===== src/logic/cnn_feed_pkg.sv =====
package cnn_feed_pkg;

    localparam int img_dim = 30;    // Frame side in pixels.
    localparam int pool_dim = 10;   // Pooling block side in pixels.
    localparam int pool_grid = img_dim / pool_dim;
    localparam int pool_blocks = pool_grid * pool_grid;
    localparam int seq_len = 4;     // Digit sequence slots.

    typedef logic [4:0] coord_t;
    typedef logic [3:0] digit_t;

    // Slot 0 sits in the low bits.
    typedef digit_t [seq_len-1:0] digit_seq_t;

    typedef struct packed {
        logic       valid;
        logic [7:0] data;
        coord_t     x;
        coord_t     y;
        logic       last;   // Final pixel of the frame.
        digit_t     digit;
    } pix_beat_t;

    typedef logic [14:0] block_sum_t;   // Up to 100 pixels of 8'hff.

    // Sums in row-major block order with block (0,0) at index 0.
    typedef struct packed {
        block_sum_t [pool_blocks-1:0] sums;
        digit_t                       digit;
    } feature_t;

    // The write data is read as a gap or as a sequence by address.
    typedef union packed {
        logic [15:0] gap;
        digit_seq_t  seq;
    } cfg_word_u;

    typedef struct packed {
        logic      en;
        logic      addr;    // 0 gap, 1 sequence.
        cfg_word_u data;
    } cfg_wr_t;

endpackage


===== src/logic/feed_config.sv =====
`timescale 1ns/1ps

module feed_config #(
    parameter logic [15:0] gap_reset = 16'd16
) (
    input  logic                     clk,
    input  logic                     rst,
    input  cnn_feed_pkg::cfg_wr_t    cfg_wr,
    output logic [15:0]              gap_cycles,
    output cnn_feed_pkg::digit_seq_t digit_seq
);

    // Listed from slot 3 down to slot 0 for the order 1, 2, 8, 1.
    localparam cnn_feed_pkg::digit_seq_t seq_reset = {4'd1, 4'd8, 4'd2, 4'd1};

    logic gap_wr;
    logic seq_wr;

    assign gap_wr = cfg_wr.en && !cfg_wr.addr;
    assign seq_wr = cfg_wr.en && cfg_wr.addr;

    // Idle cycles between frames.
    always_ff @(posedge clk) begin
        if (rst) begin
            gap_cycles <= gap_reset;
        end else if (gap_wr) begin
            gap_cycles <= cfg_wr.data.gap;
        end
    end

    // Same word read through the sequence view.
    always_ff @(posedge clk) begin
        if (rst) begin
            digit_seq <= seq_reset;
        end else if (seq_wr) begin
            digit_seq <= cfg_wr.data.seq;
        end
    end

endmodule


===== src/logic/glyph_rom.sv =====
`timescale 1ns/1ps

module glyph_rom (
    input  cnn_feed_pkg::digit_t glyph_digit,
    input  cnn_feed_pkg::coord_t glyph_x,
    input  cnn_feed_pkg::coord_t glyph_y,
    output logic [7:0]           glyph_pix
);

    localparam int dim = cnn_feed_pkg::img_dim;

    // Row 0 is the top line and the leftmost bit is x = 0.
    localparam logic [0:dim-1][dim-1:0] glyph_one = '{
        30'b0000000000_0000000000_0000000000,
        30'b0000000000_0000000000_0000000000,
        30'b0000000000_0000000000_0000000000,
        30'b0000000000_0000000000_0000000000,
        30'b0000000000_0000110000_0000000000,
        30'b0000000000_0001110000_0000000000,
        30'b0000000000_0011110000_0000000000,
        30'b0000000000_0110110000_0000000000,
        30'b0000000000_0000110000_0000000000,
        30'b0000000000_0000110000_0000000000,
        30'b0000000000_0000110000_0000000000,
        30'b0000000000_0000110000_0000000000,
        30'b0000000000_0000110000_0000000000,
        30'b0000000000_0000110000_0000000000,
        30'b0000000000_0000110000_0000000000,
        30'b0000000000_0000110000_0000000000,
        30'b0000000000_0000110000_0000000000,
        30'b0000000000_0000110000_0000000000,
        30'b0000000000_0000110000_0000000000,
        30'b0000000000_0000110000_0000000000,
        30'b0000000000_0000110000_0000000000,
        30'b0000000000_0000110000_0000000000,
        30'b0000000000_0000110000_0000000000,
        30'b0000000000_1111111111_0000000000,
        30'b0000000000_0000000000_0000000000,
        30'b0000000000_0000000000_0000000000,
        30'b0000000000_0000000000_0000000000,
        30'b0000000000_0000000000_0000000000,
        30'b0000000000_0000000000_0000000000,
        30'b0000000000_0000000000_0000000000
    };

    localparam logic [0:dim-1][dim-1:0] glyph_two = '{
        30'b0000000000_0000000000_0000000000,
        30'b0000000000_0000000000_0000000000,
        30'b0000000000_0000000000_0000000000,
        30'b0000000000_0000000000_0000000000,
        30'b0000000000_0111111110_0000000000,
        30'b0000000001_1000000001_1000000000,
        30'b0000000011_0000000000_1100000000,
        30'b0000000000_0000000000_1100000000,
        30'b0000000000_0000000001_1000000000,
        30'b0000000000_0000000011_0000000000,
        30'b0000000000_0000000110_0000000000,
        30'b0000000000_0000001100_0000000000,
        30'b0000000000_0000011000_0000000000,
        30'b0000000000_0000110000_0000000000,
        30'b0000000000_0001100000_0000000000,
        30'b0000000000_0011000000_0000000000,
        30'b0000000000_0110000000_0000000000,
        30'b0000000000_1100000000_0000000000,
        30'b0000000001_1000000000_0000000000,
        30'b0000000011_0000000000_0000000000,
        30'b0000000011_0000000000_0000000000,
        30'b0000000011_0000000000_0000000000,
        30'b0000000011_1111111111_1100000000,
        30'b0000000011_1111111111_1100000000,
        30'b0000000000_0000000000_0000000000,
        30'b0000000000_0000000000_0000000000,
        30'b0000000000_0000000000_0000000000,
        30'b0000000000_0000000000_0000000000,
        30'b0000000000_0000000000_0000000000,
        30'b0000000000_0000000000_0000000000
    };

    localparam logic [0:dim-1][dim-1:0] glyph_eight = '{
        30'b0000000000_0000000000_0000000000,
        30'b0000000000_0000000000_0000000000,
        30'b0000000000_0000000000_0000000000,
        30'b0000000000_0111111110_0000000000,
        30'b0000000001_1000000001_1000000000,
        30'b0000000011_0000000000_1100000000,
        30'b0000000011_0000000000_1100000000,
        30'b0000000011_0000000000_1100000000,
        30'b0000000011_0000000000_1100000000,
        30'b0000000011_0000000000_1100000000,
        30'b0000000001_1000000001_1000000000,
        30'b0000000000_0111111110_0000000000,
        30'b0000000001_1000000001_1000000000,
        30'b0000000011_0000000000_1100000000,
        30'b0000000011_0000000000_1100000000,
        30'b0000000011_0000000000_1100000000,
        30'b0000000011_0000000000_1100000000,
        30'b0000000011_0000000000_1100000000,
        30'b0000000011_0000000000_1100000000,
        30'b0000000011_0000000000_1100000000,
        30'b0000000001_1000000001_1000000000,
        30'b0000000000_0111111110_0000000000,
        30'b0000000000_0000000000_0000000000,
        30'b0000000000_0000000000_0000000000,
        30'b0000000000_0000000000_0000000000,
        30'b0000000000_0000000000_0000000000,
        30'b0000000000_0000000000_0000000000,
        30'b0000000000_0000000000_0000000000,
        30'b0000000000_0000000000_0000000000,
        30'b0000000000_0000000000_0000000000
    };

    logic [dim-1:0] row;
    logic           lit;

    always_comb begin
        row = '0;
        lit = 1'b0;
        if (glyph_x < dim && glyph_y < dim) begin
            case (glyph_digit)
                4'd1:    row = glyph_one[glyph_y];
                4'd2:    row = glyph_two[glyph_y];
                4'd8:    row = glyph_eight[glyph_y];
                default: row = '0;   // No glyph gives a blank frame.
            endcase
            lit = row[dim - 1 - glyph_x];
        end
        glyph_pix = lit ? 8'hff : 8'h00;
    end

endmodule


===== src/logic/raster_scan.sv =====
`timescale 1ns/1ps

module raster_scan #(
    parameter int credits = 4
) (
    input  logic                      clk,
    input  logic                      rst,
    input  logic [15:0]               gap_cycles,
    input  cnn_feed_pkg::digit_seq_t  digit_seq,
    output cnn_feed_pkg::digit_t      glyph_digit,
    output cnn_feed_pkg::coord_t      glyph_x,
    output cnn_feed_pkg::coord_t      glyph_y,
    input  logic [7:0]                glyph_pix,
    output cnn_feed_pkg::pix_beat_t   beat,
    input  logic                      credit_ret
);

    localparam int cred_w = $clog2(credits + 1);
    localparam int slot_w = $clog2(cnn_feed_pkg::seq_len);
    localparam cnn_feed_pkg::coord_t coord_max = cnn_feed_pkg::coord_t'(cnn_feed_pkg::img_dim - 1);

    logic                 scanning;     // Low during the gap.
    logic [15:0]          gap_cnt;
    logic [15:0]          gap_len;
    logic [slot_w-1:0]    slot;
    cnn_feed_pkg::digit_t frame_digit;
    cnn_feed_pkg::coord_t x;
    cnn_feed_pkg::coord_t y;
    logic [cred_w-1:0]    credit_cnt;
    logic                 send;
    logic                 frame_end;

    assign send = scanning && (credit_cnt != '0);
    assign frame_end = (x == coord_max) && (y == coord_max);

    assign glyph_digit = frame_digit;
    assign glyph_x = x;
    assign glyph_y = y;

    // Gap and sequence are sampled only when a frame starts.
    always_ff @(posedge clk) begin
        if (rst) begin
            scanning <= 1'b0;
            gap_cnt <= 16'd1;
            gap_len <= gap_cycles;
            slot <= '0;
            frame_digit <= '0;
            x <= '0;
            y <= '0;
        end else if (!scanning) begin
            if (gap_cnt >= gap_len) begin
                scanning <= 1'b1;
                gap_len <= gap_cycles;
                frame_digit <= digit_seq[slot];
                slot <= (slot == slot_w'(cnn_feed_pkg::seq_len - 1)) ? '0 : slot + 1'b1;
                x <= '0;
                y <= '0;
            end else begin
                gap_cnt <= gap_cnt + 16'd1;
            end
        end else if (send) begin
            if (x == coord_max) begin
                x <= '0;
                y <= y + 1'b1;
            end else begin
                x <= x + 1'b1;
            end
            if (frame_end) begin
                scanning <= 1'b0;
                gap_cnt <= 16'd1; // A zero gap still idles one cycle.
            end
        end
    end

    always_ff @(posedge clk) begin
        beat.data <= glyph_pix;
        beat.x <= x;
        beat.y <= y;
        beat.last <= frame_end;
        beat.digit <= frame_digit;
        if (rst) begin
            beat.valid <= 1'b0;
        end else begin
            beat.valid <= send;
        end
    end

    // Send and return together leave the count as is.
    always_ff @(posedge clk) begin
        if (rst) begin
            credit_cnt <= cred_w'(credits);
        end else if (send && !credit_ret) begin
            credit_cnt <= credit_cnt - 1'b1;
        end else if (!send && credit_ret) begin
            credit_cnt <= credit_cnt + 1'b1;
        end
    end

endmodule


===== src/logic/pool_sum.sv =====
`timescale 1ns/1ps

module pool_sum #(
    parameter int credits = 4
) (
    input  logic                    clk,
    input  logic                    rst,
    input  cnn_feed_pkg::pix_beat_t beat,
    output logic                    credit_ret,
    output cnn_feed_pkg::feature_t  feat,
    output logic                    feat_valid,
    input  logic                    feat_ready
);

    localparam int ptr_w = (credits > 1) ? $clog2(credits) : 1;
    localparam int cnt_w = $clog2(credits + 1);
    localparam int blk_w = $clog2(cnn_feed_pkg::pool_blocks);

    cnn_feed_pkg::pix_beat_t fifo_mem [credits];
    logic [ptr_w-1:0]        wr_ptr;
    logic [ptr_w-1:0]        rd_ptr;
    logic [cnt_w-1:0]        fifo_cnt;
    logic                    pop;
    cnn_feed_pkg::pix_beat_t stg;       // Popped beat that is summed next cycle.
    logic [blk_w-1:0]        stg_blk;

    cnn_feed_pkg::block_sum_t [cnn_feed_pkg::pool_blocks-1:0] acc;
    cnn_feed_pkg::block_sum_t [cnn_feed_pkg::pool_blocks-1:0] acc_next;

    function automatic logic [ptr_w-1:0] ptr_inc(input logic [ptr_w-1:0] p);
        return (p == ptr_w'(credits - 1)) ? '0 : p + 1'b1;
    endfunction

    // Hold off while a feature waits, so credits drain and the sender stalls.
    assign pop = (fifo_cnt != '0) && !(feat_valid && !feat_ready);
    assign credit_ret = pop;

    always_ff @(posedge clk) begin
        if (beat.valid) begin
            fifo_mem[wr_ptr] <= beat;
        end
    end

    always_ff @(posedge clk) begin
        if (rst) begin
            wr_ptr <= '0;
            rd_ptr <= '0;
            fifo_cnt <= '0;
        end else begin
            if (beat.valid) begin
                wr_ptr <= ptr_inc(wr_ptr);
            end
            if (pop) begin
                rd_ptr <= ptr_inc(rd_ptr);
            end
            if (beat.valid && !pop) begin
                fifo_cnt <= fifo_cnt + 1'b1;
            end else if (!beat.valid && pop) begin
                fifo_cnt <= fifo_cnt - 1'b1;
            end
        end
    end

    always_ff @(posedge clk) begin
        stg <= fifo_mem[rd_ptr];
        if (rst) begin
            stg.valid <= 1'b0;
        end else begin
            stg.valid <= pop;
        end
    end

    // Row-major block index.
    assign stg_blk = blk_w'((int'(stg.y) / cnn_feed_pkg::pool_dim) * cnn_feed_pkg::pool_grid
                            + int'(stg.x) / cnn_feed_pkg::pool_dim);

    always_comb begin
        acc_next = acc;
        if (stg.valid) begin
            acc_next[stg_blk] = acc[stg_blk] + cnn_feed_pkg::block_sum_t'(stg.data);
        end
    end

    always_ff @(posedge clk) begin
        if (rst) begin
            acc <= '0;
            feat_valid <= 1'b0;
        end else if (stg.valid && stg.last) begin
            acc <= '0;              // Start clean for the next frame.
            feat_valid <= 1'b1;
        end else begin
            acc <= acc_next;
            if (feat_ready) begin
                feat_valid <= 1'b0;
            end
        end
    end

    // Cannot reload while pending since pops are held off.
    always_ff @(posedge clk) begin
        if (stg.valid && stg.last) begin
            feat.sums <= acc_next;
            feat.digit <= stg.digit;
        end
    end

endmodule


===== src/logic/cnn_feed_top.sv =====
`timescale 1ns/1ps

module cnn_feed_top #(
    parameter int          credits = 4,
    parameter logic [15:0] gap_reset = 16'd16
) (
    input  logic                   clk,
    input  logic                   rst,
    input  cnn_feed_pkg::cfg_wr_t  cfg_wr,
    output cnn_feed_pkg::feature_t feat,
    output logic                   feat_valid,
    input  logic                   feat_ready
);

    logic [15:0]              gap_cycles;
    cnn_feed_pkg::digit_seq_t digit_seq;
    cnn_feed_pkg::digit_t     glyph_digit;
    cnn_feed_pkg::coord_t     glyph_x;
    cnn_feed_pkg::coord_t     glyph_y;
    logic [7:0]               glyph_pix;
    cnn_feed_pkg::pix_beat_t  beat;
    logic                     credit_ret;

    feed_config #(
        .gap_reset(gap_reset)
    ) u_config (
        .clk(clk),
        .rst(rst),
        .cfg_wr(cfg_wr),
        .gap_cycles(gap_cycles),
        .digit_seq(digit_seq)
    );

    glyph_rom u_rom (
        .glyph_digit(glyph_digit),
        .glyph_x(glyph_x),
        .glyph_y(glyph_y),
        .glyph_pix(glyph_pix)
    );

    raster_scan #(
        .credits(credits)
    ) u_scan (
        .clk(clk),
        .rst(rst),
        .gap_cycles(gap_cycles),
        .digit_seq(digit_seq),
        .glyph_digit(glyph_digit),
        .glyph_x(glyph_x),
        .glyph_y(glyph_y),
        .glyph_pix(glyph_pix),
        .beat(beat),
        .credit_ret(credit_ret)
    );

    pool_sum #(
        .credits(credits)
    ) u_pool (
        .clk(clk),
        .rst(rst),
        .beat(beat),
        .credit_ret(credit_ret),
        .feat(feat),
        .feat_valid(feat_valid),
        .feat_ready(feat_ready)
    );

endmodule


===== config.mk =====
export PLATFORM = sky130hd
export DESIGN_NAME = cnn_feed_top
export DESIGN_NICKNAME = d
export VERILOG_FILES = /design/src/logic/cnn_feed_pkg.sv /design/src/logic/feed_config.sv /design/src/logic/glyph_rom.sv /design/src/logic/raster_scan.sv /design/src/logic/pool_sum.sv /design/src/logic/cnn_feed_top.sv
export SDC_FILE = /design/constraint.sdc
export NUM_CORES = 1
export LEC_CHECK = 0
export ABC_AREA = 1
export BUFFER_PORTS_ARGS = -buffer_cell sky130_fd_sc_hd__buf_2
export CORE_ASPECT_RATIO = 1.25
export CORE_MARGIN = 2
export CORE_UTILIZATION = 60
export DETAILED_ROUTE_END_ITERATION = 8
export HOLD_SLACK_MARGIN = 0.1
export PLACE_DENSITY = 0.8
export SYNTH_ARGS = -nofsm -noshare
export SYNTH_HDL_FRONTEND = slang
export SYNTH_SLANG_ARGS = --single-unit
export TNS_END_PERCENT = 50

===== constraint.sdc =====
create_clock -name clk -period 14.7 [get_ports clk]
set_clock_uncertainty 0.1 [all_clocks]
set_input_delay 2.205 -clock clk [delete_from_list [all_inputs] [get_ports clk]]
set_output_delay 2.205 -clock clk [all_outputs]
set_load 0.005 [all_outputs]

==> key figures <==
Run status
  • Status: complete, no violations

CTS
  • Hold_buf cts: 0
  • Clk root buf: clkbuf_16
  • Max Buffers Root-to-Sink: 3
  • H-tree depth: 2
  • Sink Count: approximately 450
  • TritonCTS buffer count: 42
  • Worst-path clk slew: approximately 70 ps
  • CTS tree: built
  • # resized after CTS: 0
  • Postcts setup bufs: 0
  • Clock Latency Late Sink: 560 ps

Floorplanning
  • Die Wd: about 170 um
  • # rows: 74
  • Initial Util: between 60% and 70%
  • Core area: 32410 um2
  • I/O pin count: ~160
  • Die height: approximately 210 um
  • Die area: ~34000 um2

Timing
  • Max-slew headroom: approximately 14%
  • Slew Limit Fails: 0
  • Fmax: ~0.16 GHz
  • Slew of the pin with the lowest slew margin: between 1000 and 1500 ps
  • Setup TNS: 0 ps
  • Tmin final: between 6000 and 7000 ps
  • Final setup violation count: 0
  • Unrepaired setup endpoints after global routing: no
  • Tcrit/Tclk final: between 40% and 50%
  • Fin. Hold Viols: 0

Route
  • DR vias: 15700
  • Detail Route Antenna Nets: 0
  • Mean number of vias per cell: between 5 and 6
  • # DRC: 0
  • Drt total wl: roughly 51000 um
  • WL/cell: 18.13 um
  • Drt pass-1 iters: 5
  • 1st-iter DRT viols: between 1500 and 2000

Finish
  • Fin nets: ~2400
  • # diodes: 0
  • Layout cells sized above 1: approximately 14%
  • Synth-to-Final Area Change: 12.79%

Critical path
  • Worst Path Class, Setup: register to register
  • Max FO, Critical Path: 18
  • Max stage delay cell, worst path: xnor2_2
  • Reg2reg start: u_pool.stg[8]$_DFF_P_
  • CP Data Arrival Time: approximately 6600 ps
  • Worst-path cell chain: nor2_1 > inv_1 > ha_1 > o31ai_1 > nand2_1 > ha_1 > ha_1 > ha_1 > inv_2 > nand2_1 > o22ai_1 > o21ai_0 > o21ai_0 > a21oi_1 > ha_1 > fa_1 > nand2_1 > nand2_1 > o21ai_0 > inv_1 > nand2_1 > nand3_1 > xnor2_2 > a21oi_1
  • Crit-path max cell delay: around 760 ps
  • Source of the critical timing path: u_pool.stg[8]$_DFF_P_
  • Setup crit start kind: register
  • Critical Path RT: between 10000 and 15000 ps
  • Critical path capture point type: register

Yosys
  • Main flop type after synthesis: dfxtp_1
  • Synth Area in Simple Gates: 19.87%
  • Avg Synthesized Cell Area: 8.821 um2
  • Synth top area cells: edfxtp_1 (32%), dfxtp_1 (25%), nand2_1 (7.3%)
  • Synth area leader: edfxtp_1
  • Syn nets: approximately 2300
  • Async SR Flop Fraction: 0%
  • Largest family of logic cells by synthesized area: simple AND/OR/NAND/NOR gates
  • Post-synthesis sequential area ratio: between 50% and 60%
  • Synth warn: 0
  • Fraction of the mapped netlist area in adder cells: slightly above 4%
  • Synth Area in XOR/XNOR: less than 1%
  • Post-synth EDFFs: around 210
  • Mapped Area: approximately 20000 um2
  • Post-synthesis mux area share: 0%
  • Synth top area share: 32.30%
  • Compound-Gate Fraction of Synth Area: between 10% and 20%
  • Gate Count Post-Synth: 2224
  • Netlist cell types: 47
  • Flops & latches, synth: about 450

Global route
  • Initial antenna violation count: 0
  • Overflow after GRT: 0
  • First-pass GRT wire length: between 70000 and 80000 um
  • GRT Util Overall: approximately 29%
  • Vias in the first global route: between 15000 and 20000
  • Largest net degree at the start of global routing: 95

Placement
  • Port buffer count: 160
  • Routability cong.: 0.9473
  • Post-DP HPWL: 36210 um

Min path
  • Hold path startpoint: u_scan.glyph_digit[1]$_SDFFE_PP0P_
  • Worst hold-check path type: register to register

Run
  • Max Cap Viol: 0
metrics by stage:
stage	utilization, %	hold slack (ps)	area (um2)	cells	worst slack, ps
after global placement	63.81	256.3	20680	2729	8556
after detailed placement	63.81	264.3	20680	2729	8472
final	68.28	275.8	22130	2806	8294
after floorplan	-	229.0	19620	2224	9603
after global routing	68.28	283.0	22130	2806	7825
after CTS	68.28	276.0	22130	2806	8446
worst paths after layout:
check,to,slack [ps],cells past startpoint
worst max-delay path,u_pool.feat[12]$_DFFE_PP_,8290,24
worst min-delay path,u_scan.beat[1]$_DFF_P_,280,0
worst max register to register,u_pool.feat[12]$_DFFE_PP_,8290,24
worst min register to register,u_scan.beat[1]$_DFF_P_,280,0
cell usage in the layout, fill, tap and decap left out, types with 11 or more instances in the layout:
cell / instances
nand3_1: 112
nor2_1: 328
ha_1: 58
o21ai_0: 192
edfxtp_1: 211
dfxtp_1: 241
a211oi_1: 14
o21ai_2: 11
nor3_1: 15
clkbuf_16: 43
or2_2: 55
a21oi_1: 80
o22ai_1: 43
nand4_1: 12
inv_1: 308
buf_2: 160
nand2_1: 381
area by class of cell:
type                    count  area, um2
flip-flops and latches    452      11160
multi-input cells        1370       6928
fillers                  2526      10280
clock inverters            29      324.1
repair buffers            167      853.3
well taps                 418      523.0
inverters                 322       1214
clock buffers              48       1125
state kept, by name (all words and copies together), names as in the netlist, 2 cells and up:
signal               flops
u_pool.feat            139
u_pool.acc             135
u_pool.fifo_mem         56
u_config.digit_seq      16
u_config.gap_cycles     16
u_scan.gap_cnt          16
u_scan.gap_len          16
u_pool.stg              15
u_scan.beat             15
u_scan.glyph_x           5
u_scan.glyph_y           5
u_scan.glyph_digit       4
u_pool.fifo_cnt          3
u_scan.credit_cnt        3
u_pool.rd_ptr            2
u_pool.wr_ptr            2
u_scan.slot              2
logic make-up after synthesis:
logic type	Yosys count
flops	452
fa+ha+maj	62
buf+inv	402
xor+xnor	16
compound gates	366
simple gates	926
synth_stat cells (5+ instances only):
cell / number
nand2_1: 382
nor2_1: 328
inv_1: 309
dfxtp_1: 241
edfxtp_1: 211
o21ai_0: 192
nand3_1: 112
a21oi_1: 80
clkbuf_1: 64
ha_1: 58
or2_2: 55
o22ai_1: 43
nor3_1: 15
a211oi_1: 14
nand4_1: 12
buf_2: 11
o21ai_2: 11
inv_2: 9
xor2_1: 9
a221oi_1: 6
nand2_2: 5
o211ai_1: 5
worst max-delay path: cells and delay by family, from the launching register on:
kind                     cells  cell delay (ps)
AO/OA/AOI/OAI                7             1300
XOR/XNOR                     1              760
adder cells (fa/ha/maj)      6             2010
buffers and inverters        3              400
flip-flops                   1              310
AND/OR/NAND/NOR              7             1230
layer usage:
layer / share of wire [%] / wire length (um) / GRT usage (%)
met5: 0 / 0 / 0
met4: 6.0 / 3070 / 17.39
met3: 6.4 / 3232 / 4.768
met2: 50 / 25650 / 52.73
met1: 37 / 18920 / 32.97
Power is left out: the tool's default activity adds up to more than one toggle a clock period on the data nets, which glitch-free logic cannot reach.
